<file path="config.mk">
export PLATFORM = sky130hd
export DESIGN_NAME = frontend
export DESIGN_NICKNAME = d
export VERILOG_FILES = /design/src/hw/frontend_pkg.sv /design/src/hw/icache_mem.sv /design/src/hw/icache_ctrl.sv /design/src/hw/fetch_stage.sv /design/src/hw/fetch_buffer.sv /design/src/hw/frontend.sv
export SDC_FILE = /design/constraint.sdc
export NUM_CORES = 2
export LEC_CHECK = 0
export BUFFER_PORTS_ARGS = -buffer_cell sky130_fd_sc_hd__buf_2
export CAP_MARGIN = 20
export CORE_UTILIZATION = 45
export CTS_BUF_LIST = sky130_fd_sc_hd__clkbuf_4
export DETAILED_ROUTE_END_ITERATION = 10
export PLACE_DENSITY = 0.59
export SLEW_MARGIN = 25
export SYNTH_ARGS = -nofsm -noshare
export SYNTH_HDL_FRONTEND = slang
export SYNTH_MEMORY_MAX_BITS = 65536
export SYNTH_SLANG_ARGS = --single-unit
</file>
<file path="constraint.sdc">
create_clock -name clock -period 16.4 [get_ports clock]
set_clock_uncertainty 0.05 [all_clocks]
set_input_delay 3.28 -clock clock [delete_from_list [all_inputs] [get_ports clock]]
set_output_delay 3.28 -clock clock [all_outputs]
set_load 0.005 [all_outputs]
</file>
<file path="src/hw/frontend_pkg.sv">
`default_nettype none

package frontend_pkg;

  localparam int NUM_SUPER = 2;   // Instructions per fetch group
  localparam int BLOCK_W   = 64;  // Memory and cache block
  localparam int INST_W    = 32;
  localparam int OFF_W     = 3;   // Byte offset bits within a block

  typedef enum logic [1:0] {
    BUS_NONE  = 2'h0,
    BUS_LOAD  = 2'h1,
    BUS_STORE = 2'h2
  } bus_cmd_e;

  // Zero means no transaction
  typedef logic [3:0] mem_tag_t;

  typedef struct packed {
    logic [63:0]                      pc;          // Aligned down to the block
    logic [NUM_SUPER-1:0][INST_W-1:0] ir;          // Slot 0 is the lower address
    logic [NUM_SUPER-1:0]             slot_valid;
  } fetch_group_t;

  // Tag bits left over once offset and index are taken from a 64-bit PC
  function automatic int tag_width(input int num_lines);
    return 64 - OFF_W - $clog2(num_lines);
  endfunction

endpackage

`default_nettype wire

</file>
<file path="src/hw/icache_mem.sv">
`timescale 1ns/1ps
`default_nettype none

module icache_mem #(
  parameter  int NUM_LINES = 32,
  localparam int IDX_W     = $clog2(NUM_LINES),
  localparam int TAG_W     = frontend_pkg::tag_width(NUM_LINES)
) (
  input  logic                             clock,
  input  logic                             rst,
  input  logic [IDX_W-1:0]                 rd_idx,
  input  logic [TAG_W-1:0]                 rd_tag,
  output logic [frontend_pkg::BLOCK_W-1:0] rd_data,
  output logic                             rd_hit,
  input  logic                             wr_en,
  input  logic [IDX_W-1:0]                 wr_idx,
  input  logic [TAG_W-1:0]                 wr_tag,
  input  logic [frontend_pkg::BLOCK_W-1:0] wr_data
);

  import frontend_pkg::*;

  logic [NUM_LINES-1:0] line_valid;
  logic [TAG_W-1:0]     tags  [NUM_LINES];
  logic [BLOCK_W-1:0]   lines [NUM_LINES];

  always_ff @(posedge clock) begin
    if (rst) begin
      line_valid <= '0;
    end else if (wr_en) begin
      line_valid[wr_idx] <= 1'b1;
    end
  end

  always_ff @(posedge clock) begin
    if (wr_en) begin
      tags[wr_idx]  <= wr_tag;
      lines[wr_idx] <= wr_data;
    end
  end

  // Lookup is combinational and a fill shows up after the edge
  assign rd_data = lines[rd_idx];
  assign rd_hit  = line_valid[rd_idx] && (tags[rd_idx] == rd_tag);

  a_wr_en_known: assert property (
    @(posedge clock) disable iff (rst) !$isunknown(wr_en)
  );

endmodule

`default_nettype wire

</file>
<file path="src/hw/icache_ctrl.sv">
`timescale 1ns/1ps
`default_nettype none

module icache_ctrl #(
  parameter  int NUM_LINES = 32,
  localparam int IDX_W     = $clog2(NUM_LINES),
  localparam int TAG_W     = frontend_pkg::tag_width(NUM_LINES)
) (
  input  logic                             clock,
  input  logic                             rst,
  input  logic [63:0]                      fetch_pc,
  output logic [frontend_pkg::BLOCK_W-1:0] block,
  output logic                             block_valid,
  output logic [IDX_W-1:0]                 rd_idx,
  output logic [TAG_W-1:0]                 rd_tag,
  input  logic [frontend_pkg::BLOCK_W-1:0] rd_data,
  input  logic                             rd_hit,
  output logic                             wr_en,
  output logic [IDX_W-1:0]                 wr_idx,
  output logic [TAG_W-1:0]                 wr_tag,
  output logic [frontend_pkg::BLOCK_W-1:0] wr_data,
  input  frontend_pkg::mem_tag_t           mem2proc_response,
  input  logic [frontend_pkg::BLOCK_W-1:0] mem2proc_data,
  input  frontend_pkg::mem_tag_t           mem2proc_tag,
  output frontend_pkg::bus_cmd_e           proc2mem_command,
  output logic [63:0]                      proc2mem_addr
);

  import frontend_pkg::*;

  logic        req_pending;   // BUS_LOAD held until memory takes it
  logic        fill_pending;  // Waiting for the tag to come back
  mem_tag_t    fill_tag;
  logic [63:0] line_addr;     // Block address of the miss
  logic        start_req;
  logic        accepted;

  assign rd_idx      = fetch_pc[OFF_W +: IDX_W];
  assign rd_tag      = fetch_pc[63 -: TAG_W];
  assign block       = rd_data;
  assign block_valid = rd_hit;

  // Only one miss in flight at a time
  assign start_req = !rd_hit && !req_pending && !fill_pending;
  assign accepted  = req_pending && (mem2proc_response != '0);

  assign proc2mem_command = req_pending ? BUS_LOAD : BUS_NONE;
  assign proc2mem_addr    = line_addr;

  assign wr_en   = fill_pending && (mem2proc_tag == fill_tag);
  assign wr_idx  = line_addr[OFF_W +: IDX_W];
  assign wr_tag  = line_addr[63 -: TAG_W];
  assign wr_data = mem2proc_data;

  always_ff @(posedge clock) begin
    if (rst) begin
      req_pending  <= 1'b0;
      fill_pending <= 1'b0;
      fill_tag     <= '0;
    end else if (start_req) begin
      req_pending <= 1'b1;
    end else if (accepted) begin
      req_pending  <= 1'b0;
      fill_pending <= 1'b1;
      fill_tag     <= mem2proc_response;
    end else if (wr_en) begin
      fill_pending <= 1'b0;
    end
  end

  always_ff @(posedge clock) begin
    if (start_req) begin
      line_addr <= {fetch_pc[63:OFF_W], {OFF_W{1'b0}}};
    end
  end

  // Once memory takes a request the bus stays quiet until that fill lands
  a_single_fill: assert property (
    @(posedge clock) disable iff (rst)
    accepted |=> (proc2mem_command != BUS_LOAD) until_with wr_en
  );

endmodule

`default_nettype wire

</file>
<file path="src/hw/fetch_stage.sv">
`timescale 1ns/1ps
`default_nettype none

module fetch_stage #(
  parameter logic [63:0] RESET_PC = 64'h0
) (
  input  logic                             clock,
  input  logic                             rst,
  output logic [63:0]                      fetch_pc,
  input  logic [frontend_pkg::BLOCK_W-1:0] block,
  input  logic                             block_valid,
  input  logic                             full,
  input  logic                             rollback_en,
  input  logic [63:0]                      rollback_pc,
  output frontend_pkg::fetch_group_t       group,
  output logic                             push
);

  import frontend_pkg::*;

  logic [63:0]      pc;
  logic [63:0]      pc_aligned;
  logic [OFF_W-3:0] first_slot;   // Word within the block

  assign fetch_pc   = pc;
  assign pc_aligned = {pc[63:OFF_W], {OFF_W{1'b0}}};
  assign first_slot = pc[OFF_W-1:2];

  // A group leaves only on a hit with room and no redirect
  assign push = block_valid && !full && !rollback_en;

  always_comb begin
    group.pc = pc_aligned;
    group.ir = block;   // Lower address sits in the low half
    for (int i = 0; i < NUM_SUPER; i++) begin
      group.slot_valid[i] = (i >= first_slot);
    end
  end

  always_ff @(posedge clock) begin
    if (rst) begin
      pc <= RESET_PC;
    end else if (rollback_en) begin
      pc <= rollback_pc;
    end else if (push) begin
      pc <= pc_aligned + 64'(BLOCK_W / 8);   // Next block boundary
    end
  end

  a_pc_word_aligned: assert property (
    @(posedge clock) disable iff (rst) pc[1:0] == 2'b00
  );

endmodule

`default_nettype wire

</file>
<file path="src/hw/fetch_buffer.sv">
`timescale 1ns/1ps
`default_nettype none

module fetch_buffer #(
  parameter  int FB_DEPTH = 8,
  localparam int PTR_W    = $clog2(FB_DEPTH),
  localparam int CNT_W    = $clog2(FB_DEPTH + 1)
) (
  input  logic                       clock,
  input  logic                       rst,
  input  frontend_pkg::fetch_group_t group,
  input  logic                       push,
  output logic                       full,
  input  logic                       take,
  input  logic                       rollback_en,
  output frontend_pkg::fetch_group_t group_out,
  output logic                       group_valid
);

  import frontend_pkg::*;

  fetch_group_t     entries [FB_DEPTH];
  logic [PTR_W-1:0] head;
  logic [PTR_W-1:0] tail;
  logic [CNT_W-1:0] count;
  logic             pop;

  function automatic logic [PTR_W-1:0] ptr_inc(input logic [PTR_W-1:0] ptr);
    if (ptr == PTR_W'(FB_DEPTH - 1)) begin
      return '0;
    end
    return ptr + 1'b1;
  endfunction

  assign full        = (count == CNT_W'(FB_DEPTH));
  assign group_valid = (count != '0);
  assign group_out   = entries[head];
  assign pop         = take && group_valid;

  always_ff @(posedge clock) begin
    if (rst || rollback_en) begin   // Rollback drops everything queued
      head  <= '0;
      tail  <= '0;
      count <= '0;
    end else begin
      if (push) begin
        tail <= ptr_inc(tail);
      end
      if (pop) begin
        head <= ptr_inc(head);
      end
      case ({push, pop})
        2'b10:   count <= count + 1'b1;
        2'b01:   count <= count - 1'b1;
        default: count <= count;
      endcase
    end
  end

  always_ff @(posedge clock) begin
    if (push) begin
      entries[tail] <= group;
    end
  end

  // Fetch owns the stall, so a push into a full queue is a fetch bug
  a_no_push_full: assert property (
    @(posedge clock) disable iff (rst) push |-> !full
  );

  a_count_bound: assert property (
    @(posedge clock) disable iff (rst) count <= CNT_W'(FB_DEPTH)
  );

endmodule

`default_nettype wire

</file>
<file path="src/hw/frontend.sv">
`timescale 1ns/1ps
`default_nettype none

module frontend #(
  parameter int          NUM_LINES = 32,
  parameter int          FB_DEPTH  = 8,
  parameter logic [63:0] RESET_PC  = 64'h0
) (
  input  logic                             clock,
  input  logic                             rst,
  input  frontend_pkg::mem_tag_t           mem2proc_response,
  input  logic [frontend_pkg::BLOCK_W-1:0] mem2proc_data,
  input  frontend_pkg::mem_tag_t           mem2proc_tag,
  output frontend_pkg::bus_cmd_e           proc2mem_command,
  output logic [63:0]                      proc2mem_addr,
  output frontend_pkg::fetch_group_t       group_out,
  output logic                             group_valid,
  input  logic                             take,
  input  logic                             rollback_en,
  input  logic [63:0]                      rollback_pc
);

  import frontend_pkg::*;

  localparam int IDX_W = $clog2(NUM_LINES);
  localparam int TAG_W = tag_width(NUM_LINES);

  logic [IDX_W-1:0]   rd_idx;
  logic [TAG_W-1:0]   rd_tag;
  logic [BLOCK_W-1:0] rd_data;
  logic               rd_hit;
  logic               wr_en;
  logic [IDX_W-1:0]   wr_idx;
  logic [TAG_W-1:0]   wr_tag;
  logic [BLOCK_W-1:0] wr_data;
  logic [63:0]        fetch_pc;
  logic [BLOCK_W-1:0] block;
  logic               block_valid;
  fetch_group_t       group;
  logic               push;
  logic               full;

  icache_mem #(
    .NUM_LINES (NUM_LINES)
  ) i_icache_mem (
    .clock   (clock),
    .rst     (rst),
    .rd_idx  (rd_idx),
    .rd_tag  (rd_tag),
    .rd_data (rd_data),
    .rd_hit  (rd_hit),
    .wr_en   (wr_en),
    .wr_idx  (wr_idx),
    .wr_tag  (wr_tag),
    .wr_data (wr_data)
  );

  icache_ctrl #(
    .NUM_LINES (NUM_LINES)
  ) i_icache_ctrl (
    .clock             (clock),
    .rst               (rst),
    .fetch_pc          (fetch_pc),
    .block             (block),
    .block_valid       (block_valid),
    .rd_idx            (rd_idx),
    .rd_tag            (rd_tag),
    .rd_data           (rd_data),
    .rd_hit            (rd_hit),
    .wr_en             (wr_en),
    .wr_idx            (wr_idx),
    .wr_tag            (wr_tag),
    .wr_data           (wr_data),
    .mem2proc_response (mem2proc_response),
    .mem2proc_data     (mem2proc_data),
    .mem2proc_tag      (mem2proc_tag),
    .proc2mem_command  (proc2mem_command),
    .proc2mem_addr     (proc2mem_addr)
  );

  fetch_stage #(
    .RESET_PC (RESET_PC)
  ) i_fetch_stage (
    .clock       (clock),
    .rst         (rst),
    .fetch_pc    (fetch_pc),
    .block       (block),
    .block_valid (block_valid),
    .full        (full),
    .rollback_en (rollback_en),
    .rollback_pc (rollback_pc),
    .group       (group),
    .push        (push)
  );

  fetch_buffer #(
    .FB_DEPTH (FB_DEPTH)
  ) i_fetch_buffer (
    .clock       (clock),
    .rst         (rst),
    .group       (group),
    .push        (push),
    .full        (full),
    .take        (take),
    .rollback_en (rollback_en),
    .group_out   (group_out),
    .group_valid (group_valid)
  );

endmodule

`default_nettype wire

</file>
==> results.sh <==
export IMPL_required_ps=13070
export IMPL_syn_area_per_cell_um2=22.1
export IMPL_syn_instance_count=8761
export IMPL_drv_slew=0
export IMPL_ant_nets=0
export IMPL_rr_worst_depth=15
export IMPL_post_route_min_period_ps=9140
export IMPL_synth_distinct_cells=91
export IMPL_cp_max_fo=58
export IMPL_vias_per_cell=5.96
export IMPL_wirelength_mm=548
export IMPL_cp_data_arrival_time_ps=5810
export IMPL_cts_path_max_buffers=5
export IMPL_mostFrequentLayoutCell="edfxtp_1"
export IMPL_synth_area_top_cells="edfxtp_1, mux4_2, mux2i_1"
export IMPL_cpMaxStageDelayCell="dfxtp_4"
export IMPL_finalCritPeriodShare=0.557
export IMPL_final_hold_viol_count=0
export IMPL_drc_errors=0
export IMPL_std_cell_rows=240
export IMPL_grt_ovfl_total=0
export IMPL_grt_pass1_wl_mm=767
export IMPL_fin_util=0.512
export IMPL_cts_buffers=1340
export IMPL_worst_path_stages=6
export IMPL_holdBufCountCts=0
export IMPL_dieHeight_um=657
export IMPL_synth_area_mm2=0.193
export IMPL_clkTransAtPathRegs_ps=70
export IMPL_fp_dieArea_mm2=0.432
export IMPL_yosys_warnings=0
export IMPL_worstSetupPathType="reg2out"
export IMPL_avgRoutedWirePerCell_um=32.7
export IMPL_port_buffers=326
export IMPL_track_usage=0.254
export IMPL_grt_max_degree=118
export IMPL_dieWidth_um=657
export IMPL_drt_iter0_drc=11700
export IMPL_yosys_area_top_type="edfxtp_1"
export IMPL_ioPinCount=337
export IMPL_synth_seq_cells=5027
export IMPL_gp_congestion=0.878
export IMPL_cpPeakStageDelay_ps=850
export IMPL_whs_path_depth=1
export IMPL_synth_async_sr_flop_share=0
export IMPL_powerDensity_mw_per_mm2=122
export IMPL_grt_pass1_vias=103000
export IMPL_max_cap_violations=0
export IMPL_first_pass_iters=6
export IMPL_nets=10400
export IMPL_hold_path_class="reg2reg"
export IMPL_rsz0062_at_grt="no"
export IMPL_status="complete, no violations"
export IMPL_dp_hpwl_mm=290
export IMPL_synth_yosys_seq_area_share=0.775
export IMPL_cp_top_family="buffers and inverters"
export IMPL_final_cell_mix="edfxtp_1, clkbuf_4, mux4_2"
export IMPL_finalSetupViolCount=0
export IMPL_core_mm2=0.427
export IMPL_start_util=0.452
export IMPL_relSlewSlack=0.230
export IMPL_tns_ps=0
export IMPL_max_vdd_ir_drop_mv=0.0704
export IMPL_drive_gt1_frac=0.361
export IMPL_vias=100000
export IMPL_synth_top_area_frac=0.763
export IMPL_synth_flop_cell="edfxtp_1"
export IMPL_cp_end_kind="primary output"
export IMPL_post_cts_resized=0
export IMPL_crit_chain="buf_4, buf_4, buf_4, mux4_2, mux2_2, buf_2"
export IMPL_cts_sinks=5027
export IMPL_leakage_nw=69.8
export IMPL_syn_to_final_growth_pct=13.2
export IMPL_worst_setup_path_start_kind="register"
export IMPL_tightestPinTransition_ps=1160
export IMPL_fmax_ghz=0.109
export IMPL_clockRootBuffer="clkbuf_4"
export IMPL_cts_tree="built"
export IMPL_hold_worst_slack_ps=412
export IMPL_clock_latency_ps=1710
export IMPL_cts_max_level=7
export IMPL_cts_setup_buffers=0
export IMPL_critPathBufInv=4
export IMPL_crit_top_cell="buf_4"
export IMPL_antenna_found_initial=56
export IMPL_synth_enable_flop_cells=4909
Yosys cell counts, types with 33 or more instances:
cell type  instances
edfxtp_1        4909
mux4_2          1179
mux2i_1          418
nand2_1          356
clkbuf_1         233
a22oi_1          169
mux2_2           135
nor2_1           121
dfxtp_1          118
nand3_1           96
buf_1             95
a21oi_1           82
buf_4             71
nor3_1            71
buf_2             65
nand4_1           43
o21ai_0           38
inv_1             36
xnor2_1           33
power by group:
| part | total, W | leakage [nW] | internal [W] | switching [W] |
|---|---|---|---|---|
| clock | 0.0104 | 9.41 | 0.00549 | 0.00489 |
| sequential | 0.0145 | 45.4 | 0.0144 | 0.000144 |
| combinational | 0.00187 | 15.0 | 0.000620 | 0.00125 |
| total | 0.0268 | 69.8 | 0.0205 | 0.00629 |
logic make-up after synthesis:
group / share of synthesized area
AND/OR/NAND/NOR: 0.0222
multiplexers: 0.167
AO/OA/AOI/OAI: 0.0200
other: 0.0000389
XOR/XNOR: 0.00254
buffers and inverters: 0.0129
adder cells (fa/ha/maj): 0.000621
flip-flops: 0.775
metrics by stage:
step	power, W	setup slack (ps)	cells	area, um^2
final	0.0268	7260	16800	219000
after global routing	0.0278	6900	16800	219000
after CTS	0.0270	6900	16800	219000
after detailed placement	0.0167	7490	14600	203000
after global placement	0.0166	7530	14600	203000
after floorplan	0.0158	2730	8767	193000
worst paths after layout:
kind / startpoint / end / slack [ps]
hold reg to reg: i_icache_mem.line_valid[13] / i_icache_mem.line_valid[13] / 410
setup reg to reg: register / i_fetch_buffer.entries[0][46] / 7310
hold / removal: i_icache_mem.line_valid[13] / i_icache_mem.line_valid[13] / 410
setup / recovery: register / group_out[2] / 7260
state kept, by name, indices dropped and copies added, names as in the netlist, named ones only:
| name | count |
|---|---|
| i_fetch_buffer.head | 3 |
| i_icache_ctrl.fill_tag | 4 |
| i_icache_ctrl.req_pending | 1 |
| i_fetch_buffer.tail | 3 |
| i_fetch_stage.fetch_pc | 62 |
| i_icache_ctrl.proc2mem_addr | 61 |
| i_icache_mem.tags | 1792 |
| i_icache_mem.lines | 2048 |
| i_icache_mem.line_valid | 32 |
| i_fetch_buffer.entries | 1008 |
| i_fetch_buffer.count | 4 |
| i_icache_ctrl.fill_pending | 1 |
layer usage:
metal,vias to the layer above,GRT usage,wire length [um]
met5,-,0,206
met4,30,0.0871,14200
met3,789,0.0551,41900
met2,4728,0.421,275000
met1,53700,0.335,217000
li1,40800,-,-
final cells by class:
cell class	instances	area (um^2)
Antenna cell	24	60.1
Multi-Input combinational cell	3214	41400
Clock buffer	1893	14200
Fill cell	34200	208000
Timing Repair Buffer	635	4570
Inverter	39	163
Clock inverter	275	1510
Tap cell	5687	7120
Sequential cell	5027	150000
(Power assumes the default switching activity.)
